[config.mk]
export PLATFORM = sky130hd
export DESIGN_NAME = com_link
export DESIGN_NICKNAME = d
export VERILOG_FILES = /design/src/logic/com_link_pkg.sv /design/src/logic/com_link.sv /design/src/logic/com_rx_sync.sv /design/src/logic/com_tx.sv /design/src/logic/typec_rx.sv
export SDC_FILE = /design/constraint.sdc
export NUM_CORES = 1
export LEC_CHECK = 0
export BUFFER_PORTS_ARGS = -buffer_cell sky130_fd_sc_hd__buf_2
export CORE_ASPECT_RATIO = 0.5
export CORE_MARGIN = 4
export CORE_UTILIZATION = 54
export CTS_CLUSTER_SIZE = 30
export DETAILED_ROUTE_END_ITERATION = 12
export GPL_ROUTABILITY_DRIVEN = 0
export PLACE_DENSITY_LB_ADDON = 0.2
export SYNTH_ARGS = -nofsm -noshare
export SYNTH_HDL_FRONTEND = slang
export SYNTH_SLANG_ARGS = --single-unit
export TNS_END_PERCENT = 1
[constraint.sdc]
create_clock -name clk -period 2.65 [get_ports clk]
set_clock_uncertainty 0.15 [all_clocks]
set_input_delay 0.265 -clock clk [delete_from_list [all_inputs] [get_ports clk]]
set_output_delay 0.265 -clock clk [all_outputs]
set_load 0.03 [all_outputs]
[src/logic/com_link_pkg.sv]
package com_link_pkg;

    // bag type opcode carried in the low nibble of every header byte.
    typedef enum logic [3:0] {
        BAG_INIT   = 4'd0,
        BAG_ACK    = 4'd1,
        BAG_NAK    = 4'd2,
        BAG_STALL  = 4'd3,
        BAG_DIDX   = 4'd5,
        BAG_DPARAM = 4'd6,
        BAG_DDIDX  = 4'd7,
        BAG_DLINK  = 4'd8,
        BAG_DTYPE  = 4'd9,
        BAG_DTEMP  = 4'd10,
        BAG_DHEAD  = 4'd12,
        BAG_DATA0  = 4'd13,
        BAG_DATA1  = 4'd14
    } bag_type_e;

    // encoder states of the transmit FSM.
    typedef enum logic [1:0] {
        TX_IDLE = 2'd0,
        TX_HEAD = 2'd1,
        TX_DATA = 2'd2,
        TX_DONE = 2'd3
    } tx_state_e;

    // the receive synchronizer either hunts for a header or expects a data byte.
    typedef enum logic {
        SYNC_HUNT = 1'b0,
        SYNC_DATA = 1'b1
    } sync_state_e;

endpackage

[src/logic/com_link.sv]
`timescale 1ns/1ps

module com_link #(
    parameter logic [3:0] SYNC_NIBBLE = 4'hA
) (
    input  logic                    clk,
    input  logic                    rst,
    input  logic                    tx_fs,
    input  com_link_pkg::bag_type_e tx_btype,
    input  logic [3:0]              tx_didx,
    input  logic [3:0]              tx_freq,
    input  logic [3:0]              tx_ddidx,
    output logic                    tx_fd,
    output logic [7:0]              line_out,
    input  logic [7:0]              line_in,
    input  logic                    rx_fd,
    output logic                    rx_fs,
    output com_link_pkg::bag_type_e rx_btype,
    output logic [3:0]              rx_bdata,
    output logic                    rx_err,
    output logic                    rx_overrun
);

    import com_link_pkg::*;

    logic       frame_valid;
    logic       frame_err;
    bag_type_e  frame_type;
    logic [3:0] frame_data;

    com_tx #(
        .SYNC_NIBBLE(SYNC_NIBBLE)
    ) u_tx (
        .clk    (clk),
        .rst    (rst),
        .fs     (tx_fs),
        .fd     (tx_fd),
        .btype  (tx_btype),
        .didx   (tx_didx),
        .freq   (tx_freq),
        .ddidx  (tx_ddidx),
        .com_txd(line_out)
    );

    // line_in comes back from outside. the two paths share no state here.
    com_rx_sync #(
        .SYNC_NIBBLE(SYNC_NIBBLE)
    ) u_rx_sync (
        .clk        (clk),
        .rst        (rst),
        .com_rxd    (line_in),
        .frame_valid(frame_valid),
        .frame_err  (frame_err),
        .frame_type (frame_type),
        .frame_data (frame_data)
    );

    typec_rx u_rx_hold (
        .clk        (clk),
        .rst        (rst),
        .frame_valid(frame_valid),
        .frame_err  (frame_err),
        .frame_type (frame_type),
        .frame_data (frame_data),
        .fd         (rx_fd),
        .fs         (rx_fs),
        .btype      (rx_btype),
        .bdata      (rx_bdata),
        .err        (rx_err),
        .overrun    (rx_overrun)
    );

endmodule

[src/logic/com_rx_sync.sv]
`timescale 1ns/1ps

module com_rx_sync #(
    parameter logic [3:0] SYNC_NIBBLE
) (
    input  logic                    clk,
    input  logic                    rst,
    input  logic [7:0]              com_rxd,
    output logic                    frame_valid,
    output logic                    frame_err,
    output com_link_pkg::bag_type_e frame_type,
    output logic [3:0]              frame_data
);

    import com_link_pkg::*;

    sync_state_e state;
    bag_type_e   hdr_type;
    logic        is_header;
    logic        data_ok;
    logic        take_header;

    assign hdr_type    = bag_type_e'(com_rxd[3:0]);
    assign is_header   = (com_rxd[7:4] == SYNC_NIBBLE);  // idle bytes never match.
    assign data_ok     = (com_rxd[7:4] == ~com_rxd[3:0]);
    assign take_header = (state == SYNC_HUNT) && is_header;

    always_ff @(posedge clk or posedge rst) begin
        if (rst) begin
            state       <= SYNC_HUNT;
            frame_valid <= 1'b0;
            frame_err   <= 1'b0;
        end else begin
            frame_valid <= 1'b0;
            frame_err   <= 1'b0;
            case (state)
                SYNC_HUNT: begin
                    if (is_header) begin
                        case (hdr_type)
                            BAG_ACK, BAG_NAK, BAG_STALL: begin
                                frame_valid <= 1'b1;
                            end
                            BAG_DIDX, BAG_DPARAM, BAG_DDIDX: begin
                                state <= SYNC_DATA;
                            end
                            default: begin
                                frame_err <= 1'b1;      // type not handled by this link.
                            end
                        endcase
                    end
                end
                SYNC_DATA: begin
                    state <= SYNC_HUNT;
                    if (data_ok) begin
                        frame_valid <= 1'b1;
                    end else begin
                        frame_err <= 1'b1;
                    end
                end
            endcase
        end
    end

    // type and data of the frame being received.
    always_ff @(posedge clk) begin
        if (take_header) begin
            frame_type <= hdr_type;
            frame_data <= 4'h0;
        end else if (state == SYNC_DATA) begin
            frame_data <= com_rxd[3:0];
        end
    end

endmodule

[src/logic/com_tx.sv]
`timescale 1ns/1ps

module com_tx #(
    parameter logic [3:0] SYNC_NIBBLE
) (
    input  logic                    clk,
    input  logic                    rst,
    input  logic                    fs,
    output logic                    fd,
    input  com_link_pkg::bag_type_e btype,
    input  logic [3:0]              didx,
    input  logic [3:0]              freq,
    input  logic [3:0]              ddidx,
    output logic [7:0]              com_txd
);

    import com_link_pkg::*;

    tx_state_e  state;
    logic       start;
    logic       sel_data;
    logic [3:0] sel_nibble;
    logic       hold_data;
    logic [3:0] hold_nibble;

    // a start pulse while the frame is still going out is simply lost.
    assign start = fs && (state == TX_IDLE);

    // pick the field that rides in the data byte of the requested bag.
    always_comb begin
        sel_data   = 1'b1;
        sel_nibble = 4'h0;
        case (btype)
            BAG_DIDX: begin
                sel_nibble = didx;
            end
            BAG_DPARAM: begin
                sel_nibble = freq;
            end
            BAG_DDIDX: begin
                sel_nibble = ddidx;
            end
            default: begin
                sel_data = 1'b0;                        // header only.
            end
        endcase
    end

    always_ff @(posedge clk or posedge rst) begin
        if (rst) begin
            state   <= TX_IDLE;
            com_txd <= 8'h00;
        end else begin
            case (state)
                TX_IDLE: begin
                    if (start) begin
                        state   <= TX_HEAD;
                        com_txd <= {SYNC_NIBBLE, btype};
                    end
                end
                TX_HEAD: begin
                    if (hold_data) begin
                        state   <= TX_DATA;
                        com_txd <= {~hold_nibble, hold_nibble}; // upper nibble is the check.
                    end else begin
                        state   <= TX_DONE;
                        com_txd <= 8'h00;
                    end
                end
                TX_DATA: begin
                    state   <= TX_DONE;
                    com_txd <= 8'h00;
                end
                TX_DONE: begin
                    state <= TX_IDLE;
                end
            endcase
        end
    end

    // the field is frozen at start so the caller may change its inputs afterwards.
    always_ff @(posedge clk) begin
        if (start) begin
            hold_data   <= sel_data;
            hold_nibble <= sel_nibble;
        end
    end

    assign fd = (state == TX_DONE);                     // one cycle after the last byte.

endmodule

[src/logic/typec_rx.sv]
`timescale 1ns/1ps

module typec_rx (
    input  logic                    clk,
    input  logic                    rst,
    input  logic                    frame_valid,
    input  logic                    frame_err,
    input  com_link_pkg::bag_type_e frame_type,
    input  logic [3:0]              frame_data,
    input  logic                    fd,
    output logic                    fs,
    output com_link_pkg::bag_type_e btype,
    output logic [3:0]              bdata,
    output logic                    err,
    output logic                    overrun
);

    import com_link_pkg::*;

    logic accept;
    logic drop;

    assign accept = frame_valid && !fs;
    assign drop   = frame_valid && fs;                  // consumer has not released the last one.

    always_ff @(posedge clk or posedge rst) begin
        if (rst) begin
            fs      <= 1'b0;
            btype   <= BAG_INIT;
            bdata   <= 4'h0;
            err     <= 1'b0;
            overrun <= 1'b0;
        end else begin
            err <= frame_err;
            if (accept) begin
                fs    <= 1'b1;
                btype <= frame_type;
                bdata <= frame_data;
            end else if (fs && fd) begin
                fs <= 1'b0;                             // released by the consumer.
            end
            if (drop) begin
                overrun <= 1'b1;                        // sticky until reset.
            end
        end
    end

endmodule

==> flow_metrics.py, run 1 <==
metrics = {
    "clock_network": {
        "ctsResizeCount": 0,
        "clkLatencyLatePin_ps": 280,
        "clk_path_buf_depth": 2,
        "htreeDepth": 2,
        "numCtsBuffers": 5,
        "cts_root_buf": "clkbuf_8",
        "clock_sinks": 37,
        "clk_pin_slew_ps": 80,
        "cts_tree": "yes",
    },
    "placement": {
        "hpwl_mm": 2.44,
        "io_buffers": 47,
    },
    "pwr": {
        "power.internal_mw": 1.19,
        "p_per_area_nw_per_um2": 986,
        "total_power_mw": 1.97,
        "switching_share": 0.396,
        "p_switching_uw": 779,
        "max-vdd-ir-drop_mv": 0.759,
        "leakage_nw": 0.958,
        "sequentialPowerShare": 0.411,
        "power_frac_clock": 0.189,
        "comb_power_share": 0.400,
    },
    "synthesis": {
        "yosys.area_share.simple": 0.103,
        "synth_top_area_cell": "dfrtp_1",
        "avgSynthCellArea_sq_um": 12.1,
        "ys_warn_count": 0,
        "synth_xor_area_frac": 0.0211,
        "synth_top_area_frac": 0.363,
        "ys_seq_elements": 37,
        "synth-compound-area-share": 0.119,
        "synth_edf_count": 9,
        "syn_area_sq_um": 1660,
        "synth_top_family_by_area": "compound AO/OA/AOI/OAI gates",
        "seq_area_frac_synth": 0.574,
        "yosysMostFrequentCell": "dfrtp_1",
        "yosys.area_share.adder": 0.0302,
        "mappedNetlistNets": 169,
        "ys_top_cells_by_count": "dfrtp_1 (24), nor2_1 (18), mux2_2 (12)",
        "synth-main-ff-cell": "dfrtp_1",
        "async_flop_share": 0.649,
        "muxShareOfSynthArea": 0.115,
        "synth_area_leaders": "dfrtp_1 (36%), edfxtp_1 (16%), mux2_2 (8.2%)",
        "synth_cell_type_count": 34,
        "syn_inst": 137,
    },
    "floorplan": {
        "die_area_sq_um": 4070,
        "die_w_microns": 86.3,
        "die_y_microns": 47.2,
        "core_area_sq_um": 2750,
        "rows": 13,
        "io_pins": 48,
        "start_util": 0.603,
    },
    "detailed_routing": {
        "via_count": 1218,
        "avgRoutedWirePerCell_microns": 14.4,
        "totalWireLength_mm": 3.24,
        "drcViolationCount": 0,
        "drt_iter0_drc": 52,
        "firstDrtPassIters": 4,
        "via_per_inst": 5.41,
        "drt.antenna.violating_nets": 0,
    },
    "worst_setup_path": {
        "crit_path_end_kind": "flop",
        "slowest_stage": "dfrtp_1",
        "required_ps": 2720,
        "crit_path_cell_trace": "inv_1 > ha_1 > mux2_4 > o221ai_1 > o21a_1",
        "crit_path_max_fanout": 12,
        "start_kind": "flop",
        "critPathArrivalTime_ps": 1760,
        "criticalPathCategory": "reg2reg",
        "slowest_delay_ps": 430,
    },
    "sta": {
        "tightest_slew_ps": 909,
        "fin_crit_ps": 1690,
        "holdWs_ps": 20.2,
        "relSlewSlack": 0.394,
        "setup_tns_ps": 0,
        "slew_viol_final": 0,
        "hold_viol_final": 0,
        "grt_setup_unrepaired": "false",
        "max_freq_mhz": 593,
        "fin_crit_sh": 0.636,
        "setup-violations-final": 0,
    },
    "worst_hold_path": {
        "hold_path.class": "in2async",
    },
    "layout": {
        "area_delta_synth_final_pct": 20.4,
        "drive_above_1_share": 0.367,
        "fin_nets": 219,
        "diodes": 0,
        "n_fill_cell": 197,
    },
    "status": {
        "status": "completed",
    },
    "global_route": {
        "grt_pass1_wl_mm": 5.33,
        "first_global_vias": 1184,
        "grt_use_total": 0.177,
        "grt_max_degree": 25,
        "antenna_found_initial": 0,
        "grt.overflow.total": 0,
    },
    "flow_run": {
        "max_cap_violations": 0,
    },
}
## through the flow
step                 util  setup slack, ps  std cells  cell area [sq um]
floorplan               -             1050        137               1660
global placement    0.690             1050        216               1900
detailed placement  0.690              988        216               1900
CTS                 0.726              972        225               1990
global route        0.726              858        225               1990
finish              0.726              964        225               1990
## power by group through the flow
stage          clock (mW)  sequential [mW]  combinational, mW
2_1_floorplan           0            0.972              0.449
3_3_place_gp            0            0.809              0.767
3_5_place_dp            0            0.819              0.784
4_1_cts             0.379            0.807              0.790
5_1_grt             0.412            0.824              0.866
6_report            0.373            0.807              0.786
## what timing repair did
action                                 in CTS  in global routing
buffers inserted                            0                  0
endpoints found under the hold margin       1                  0
hold buffers                                1                  0
## per-layer routing
layer  vias up  track usage  part of all wire
li1        582            -                 -
met1       581        0.208              0.43
met2        44        0.312              0.47
met3        11       0.0595             0.071
met4         0       0.0714             0.026
met5         -            0                 0
## flip-flops by register name, indices dropped and copies added, names as in the netlist, 2 cells and up
signal,count
u_tx.com_txd,8
u_rx_hold.bdata,4
u_rx_hold.btype,4
u_rx_sync.frame_data,4
u_rx_sync.frame_type,4
u_tx.hold_nibble,4
u_tx.state,2
## layout by cell type (no fill, tap or decap)
| master | netlist | layout |
|---|---|---|
| a31oi_1 | 1 | 1 |
| clkbuf_8 | 0 | 5 |
| clkinvlp_4 | 0 | 1 |
| mux2_4 | 1 | 1 |
| edfxtp_1 | 9 | 9 |
| a2bb2o_1 | 1 | 1 |
| mux2_2 | 12 | 12 |
| a22o_1 | 1 | 1 |
| o21bai_1 | 1 | 1 |
| inv_1 | 6 | 6 |
| ha_1 | 4 | 4 |
| nand2_1 | 7 | 7 |
| dlygate4sd3_1 | 0 | 1 |
| buf_2 | 2 | 47 |
| a2bb2oi_1 | 2 | 2 |
| and2_1 | 2 | 2 |
| and4_1 | 1 | 1 |
| a21o_1 | 1 | 1 |
| o31ai_1 | 1 | 1 |
| dfrtp_1 | 24 | 24 |
| dfxtp_1 | 4 | 4 |
| nand3_1 | 1 | 1 |
| nor2_1 | 18 | 18 |
| a22oi_1 | 7 | 7 |
| nand4_1 | 1 | 1 |
| o221ai_1 | 4 | 4 |
| xor2_1 | 4 | 4 |
| nor2b_1 | 4 | 4 |
| a21oi_1 | 4 | 4 |
| mux2i_1 | 4 | 4 |
| nor2_2 | 1 | 1 |
| and3_1 | 1 | 1 |
| nand2b_1 | 1 | 1 |
| clkinv_2 | 0 | 2 |
| o21a_1 | 2 | 2 |
| o21ai_0 | 2 | 2 |
## critical path, delay by kind of cell, from the launching register on
family,cells,cell delay [ps]
compound gates,2,240
fa+ha+maj,1,310
buf+inv,1,100
flops,1,430
mux,1,400
## path summary, 6_finish.rpt
kind	from	to	slack (ps)	cells after the start
hold / removal	rst	u_rx_hold.bdata[3]	20	2
max in group asynchronous	rst	u_tx.com_txd[4]	1770	2
setup reg to reg	u_tx.state[1]	u_tx.com_txd[7]	960	5
hold reg to reg	u_rx_sync.frame_err	u_rx_hold.err	220	0
min in group clk	line_in[3]	u_rx_sync.frame_type[3]	70	1
setup / recovery	u_tx.state[1]	u_tx.com_txd[7]	960	5
## cells by family after synthesis
group                      after synthesis
muxes                                   17
DFF                                     37
adders and majority gates                4
AOI/OAI and AO/OA                       27
and+or+nand+nor                         37
buffers and inverters                   11
xor gates and xnor gates                 4
## area by class of cell
| class | count | area [sq um] | area share |
|---|---|---|---|
| clock inverter | 3 | 17.5 | 0.00878 |
| sequential | 37 | 951 | 0.477 |
| clock buffer | 5 | 68.8 | 0.0345 |
| timing repair buffer | 48 | 245 | 0.123 |
| tap | 37 | 46.3 | 0.0232 |
| multi-input combinational | 89 | 643 | 0.322 |
| inverter | 6 | 22.5 | 0.0113 |
(Power assumes the default switching activity.)
==> run 2: changes to the inputs <==
- CORE_UTILIZATION: 54 -> 46
- clock period: 2.65 -> 1.4 ns (I/O delays scaled with it)
==> flow_metrics.py, run 2 (synthesis gave the netlist of run 1 again) <==
metrics = {
    "worst_setup_path": {
        "cp_num_buf_inv": 1,
        "start_kind": "flop",
        "r2r-start": "u_tx.state[0]",
        "crit_path_cell_trace": "inv_2 > ha_4 > mux2_4 > o21a_1",
        "startpoint": "u_tx.state[0]",
        "crit_path_max_fanout": 7,
        "criticalPathCategory": "reg2reg",
        "required_ps": 1420,
        "critPathArrivalTime_ps": 1490,
        "path_delay_family": "flip-flops",
        "slowest_stage": "dfrtp_1",
        "crit_path_end_kind": "flop",
        "slowest_delay_ps": 420,
    },
    "sta": {
        "tightest_slew_ps": 308,
        "relSlewSlack": 0.795,
        "slew_viol_final": 0,
        "grt_setup_unrepaired": "true",
        "setup-violations-final": 9,
        "layout_setup_ws_ps": -72.3,
        "hold_viol_final": 0,
        "fin_crit_ps": 1470,
        "max_freq_mhz": 679,
        "fin_crit_sh": 1.05,
    },
    "detailed_routing": {
        "drcViolationCount": 0,
        "firstDrtPassIters": 4,
        "drt.antenna.violating_nets": 0,
        "via_count": 1264,
        "via_per_inst": 4.94,
        "drt_iter0_drc": 55,
        "totalWireLength_mm": 3.43,
        "avgRoutedWirePerCell_microns": 13.4,
    },
    "worst_hold_path": {
        "hold_path.class": "in2reg",
        "hold_start": "line_in[1]",
    },
    "global_route": {
        "antenna_found_initial": 0,
        "grt_max_degree": 25,
        "grt.overflow.total": 0,
        "grt_use_total": 0.159,
        "grt_pass1_wl_mm": 5.74,
        "first_global_vias": 1263,
    },
    "placement": {
        "hpwl_mm": 2.52,
        "io_buffers": 47,
        "dpl_worst_slack_ps": -92.0,
    },
    "layout": {
        "n_fill_cell": 307,
        "area_delta_synth_final_pct": 34.1,
        "multi_input_area_sq_um": 717,
        "diodes": 0,
        "regArea_sq_um": 951,
        "top_register": "u_tx.com_txd",
        "final_common_cell": "buf_2",
        "fin_util": 0.643,
        "fin_nets": 236,
        "largest_reg_flops": 8,
        "layout_common_cells": "buf_2 (45), dfrtp_1 (24), nor2_1 (18)",
        "drive_above_1_share": 0.444,
    },
    "floorplan": {
        "die_w_microns": 92.9,
        "die_y_microns": 50.4,
        "io_pins": 48,
        "core_area_sq_um": 3450,
        "rows": 15,
        "start_util": 0.480,
        "die_area_sq_um": 4680,
    },
    "clock_network": {
        "clk_path_buf_depth": 2,
        "cts_setup_buffers": 0,
        "clkLatencyLatePin_ps": 280,
        "cts_tree": "yes",
        "htreeDepth": 2,
        "clk_pin_slew_ps": 70,
        "numCtsBuffers": 5,
        "cts_root_buf": "clkbuf_8",
        "clock_sinks": 37,
    },
    "pwr": {
        "max-vdd-ir-drop_mv": 0.617,
        "p_per_area_nw_per_um2": 1850,
        "leakage_nw": 1.04,
    },
    "status": {
        "violations": "negative setup slack",
        "status": "finished with violations",
    },
    "flow_run": {
        "max_cap_violations": 0,
    },
}
## run 2: worst paths after layout
| check | endpoint | slack [ps] | cells past startpoint |
|---|---|---|---|
| worst max-delay path | u_tx.com_txd[5] | -70 | 4 |
| worst min-delay path | u_rx_sync.frame_data[1] | 50 | 3 |
| worst max register to register | u_tx.com_txd[5] | -70 | 4 |
| worst min register to register | u_rx_hold.err | 200 | 0 |
| max in group asynchronous | u_tx.state[0] | 530 | 4 |
| min in group asynchronous | u_tx.com_txd[1] | 330 | 4 |
## run 2: per-stage QoR
step                      std cells  hold slack [ps]  TNS, ps  power, mW  instance area, sq um
after detailed placement        241             64.7     -606       3.23                  2010
after CTS                       256             25.4     -473       4.10                  2200
after global placement          241             51.7     -353       3.19                  2010
after floorplan                 137             4.62     -829       2.75                  1670
final                           256             49.9     -392       4.11                  2220
after global routing            256             35.5    -1130       4.40                  2220
## run 2: timing repair
item	in CTS	in global routing
gates cloned	1	0
hold endpoints to repair	29	0
endpoints found under the setup margin	14	14
gates resized for setup	9	7
hold buffers	6	0
pin swaps	1	1
## run 2: worst min-delay path, stage by stage
cell and delay, ps:
buf_2 130, mux2i_1 80, nor2_1 90
## run 2: final cells by class
class,instances,share of cell area
Clock buffer,7,0.0343
Clock inverter,1,0.00225
Inverter,6,0.0101
Multi-Input combinational cell,90,0.323
Sequential cell,37,0.428
Tap cell,51,0.0287
Timing Repair Buffer,64,0.174
## run 2: per-layer routing
layer  routed length (microns)  share of wire  GRT usage
met1                      1510           0.44      0.193
met2                      1750           0.51      0.272
met3                       158          0.046     0.0494
met4                        17         0.0050     0.0511
met5                         0              0          0
## run 2: power by group
group          leakage (nW)  switching [mW]  internal, mW
clock network        0.0422           0.338         0.349
logic                 0.575            1.07         0.840
registers             0.426           0.149          1.36
total                  1.04            1.56          2.55
==> run 3: changes to the inputs <==
- ABC_AREA: not set -> 1
- CORE_UTILIZATION: 46 -> 32
==> flow_metrics.py, run 3 <==
metrics = {
    "synthesis": {
        "async_flop_share": 0.649,
        "ys_warn_count": 0,
        "synth_cell_type_count": 21,
        "seq_area_frac_synth": 0.568,
        "yosysMostFrequentCell": "nand2_1",
        "synth-main-ff-cell": "dfrtp_1",
        "syn_area_sq_um": 1670,
        "synth_top_area_cell": "dfrtp_1",
        "ys_seq_elements": 37,
        "ys_top_cells_by_count": "nand2_1 (58), dfrtp_1 (24), inv_1 (20)",
        "mappedNetlistNets": 213,
        "synth_area_leaders": "dfrtp_1 (36%), edfxtp_1 (16%), nand2_1 (13%)",
        "synth_top_area_frac": 0.359,
        "syn_inst": 181,
        "synth_edf_count": 9,
        "avgSynthCellArea_sq_um": 9.24,
    },
    "worst_setup_path": {
        "crit_path_max_fanout": 6,
        "cp_num_buf_inv": 2,
        "reg2reg_to": "u_tx.com_txd[3]",
        "criticalPathCategory": "reg2reg",
        "crit_path_end_kind": "flop",
        "crit_path_cell_trace": "inv_2 > ha_4 > inv_4 > o21ai_4 > nor2_1 > a21oi_1",
        "required_ps": 1460,
        "path_delay_family": "flip-flops",
        "slowest_stage": "dfrtp_1",
        "slowest_delay_ps": 410,
        "critPathArrivalTime_ps": 1540,
        "cp_num_cells": 6,
        "reg2reg_depth": 6,
        "r2r-start": "u_tx.state[0]",
        "reg2reg_slack_ps": -80,
        "start_kind": "flop",
    },
    "sta": {
        "layout_setup_ws_ps": -81.9,
        "holdWs_ps": 2.53,
        "fin_crit_ps": 1480,
        "fin_crit_sh": 1.06,
        "max_freq_mhz": 675,
        "grt_setup_unrepaired": "true",
        "setup-violations-final": 5,
        "slew_viol_final": 0,
        "relSlewSlack": 0.791,
        "tightest_slew_ps": 313,
        "hold_viol_final": 0,
    },
    "layout": {
        "stdcell_count": 323,
        "largest_reg_flops": 8,
        "area_delta_synth_final_pct": 37.2,
        "final_common_cell": "nand2_1",
        "layout_common_cells": "nand2_1 (56), buf_2 (46), dfrtp_1 (24)",
        "top_register": "u_tx.com_txd",
        "drive_above_1_share": 0.344,
        "fin_nets": 284,
        "diodes": 0,
    },
    "detailed_routing": {
        "via_count": 1409,
        "drt_iter0_drc": 25,
        "firstDrtPassIters": 4,
        "via_per_inst": 4.36,
        "avgRoutedWirePerCell_microns": 10.9,
        "totalWireLength_mm": 3.51,
        "drcViolationCount": 0,
        "drt.antenna.violating_nets": 0,
    },
    "pwr": {
        "p_switching_mw": 1.67,
        "comb_power_share": 0.463,
        "switching_share": 0.408,
        "p_per_area_nw_per_um2": 1790,
        "power.internal_mw": 2.43,
        "power_frac_clock": 0.181,
        "sequentialPowerShare": 0.356,
        "leakage_nw": 1.17,
        "total_power_mw": 4.10,
        "max-vdd-ir-drop_mv": 0.806,
    },
    "placement": {
        "hpwl_mm": 2.71,
        "dp_cells": 304,
        "io_buffers": 47,
    },
    "clock_network": {
        "clk_pin_slew_ps": 80,
        "clock_sinks": 37,
        "cts_setup_buffers": 0,
        "htreeDepth": 2,
        "cts_tree": "yes",
        "clk_path_buf_depth": 2,
        "cts_root_buf": "clkbuf_8",
        "numCtsBuffers": 5,
        "clkLatencyLatePin_ps": 290,
    },
    "global_route": {
        "grt_max_degree": 25,
        "first_global_vias": 1420,
        "grt.overflow.total": 0,
        "antenna_found_initial": 0,
        "grt_use_total": 0.122,
        "grt_pass1_wl_mm": 6.20,
    },
    "floorplan": {
        "rows": 18,
        "die_area_sq_um": 6520,
        "die_y_microns": 59.1,
        "io_pins": 48,
        "start_util": 0.336,
        "core_area_sq_um": 4980,
        "die_w_microns": 110,
    },
    "worst_hold_path": {
        "hold_depth": 3,
        "hold_start": "tx_didx[0]",
        "whs_endpoint": "u_tx.hold_nibble[0]",
        "hold_path.class": "in2reg",
    },
    "flow_run": {
        "max_cap_violations": 0,
    },
    "status": {
        "status": "finished with violations",
        "violations": "negative setup slack",
    },
}
## run 3: power groups by stage
stage               registers, mW  clock network, mW  logic [mW]
finish                       1.46              0.743        1.90
global route                 1.49              0.812        2.10
CTS                          1.47              0.762        1.87
detailed placement           1.48                  0        1.75
global placement             1.48                  0        1.73
floorplan                    1.75                  0       0.986
## run 3: cell type report
cell class / count / area [sq um]
multi-input cells: 121 / 671
clock inverters: 3 / 21.3
repair buffers: 66 / 412
clock buffers: 5 / 68.8
fillers: 487 / 2680
well taps: 70 / 87.6
inverters: 21 / 83.8
flip-flops and latches: 37 / 951
## run 3: cell families (layout without fill, tap and decap cells)
kind of cell | Yosys count | count (layout) | synth area share
AOI/OAI and AO/OA | 21 | 21 | 0.0770
DFF | 37 | 37 | 0.568
muxes | 7 | 7 | 0.0471
and+or+nand+nor | 89 | 89 | 0.217
adders and majority gates | 4 | 4 | 0.0299
buffers and inverters | 23 | 95 | 0.0606
## run 3: repair_timing
item | in CTS | in global routing
hold buffers | 11 | 0
pin swaps | 1 | 4
gates resized for setup | 8 | 5
endpoints found under the setup margin | 12 | 19
hold endpoints to repair | 39 | 0
## run 3: worst max-delay path by stage
| stage | startpoint | end |
|---|---|---|
| after floorplan | u_tx.state[0] | u_tx.com_txd[1] |
| after global placement | u_tx.state[0] | u_tx.com_txd[2] |
| after detailed placement | u_tx.state[0] | u_tx.com_txd[3] |
| after CTS | u_tx.state[0] | u_tx.com_txd[3] |
| after global routing | u_tx.state[0] | u_tx.com_txd[3] |
| final | u_tx.state[0] | u_tx.com_txd[3] |
## run 3: tightest hold or removal path, cell delays in order
cell     delay (ps)
buf_2            70
nand2_1          50
nand3_1          80
## run 3: through the flow
step	worst slack [ps]	setup TNS, ps	area (sq um)	utilization
after floorplan	-6.31	-12.6	1690	-
after global placement	-28.6	-82.3	2050	0.413
after detailed placement	-93.2	-404	2050	0.413
after CTS	-63.6	-175	2280	0.459
after global routing	-135	-825	2290	0.461
final	-81.9	-223	2290	0.461
## run 3: routing by layer
metal,share of wire,global-route usage,up-vias,routed length [microns]
met4,0.012,0.0316,0,42
li1,-,-,723,-
met5,0,0,-,0
met2,0.51,0.216,25,1800
met1,0.43,0.147,657,1520
met3,0.043,0.0370,4,150
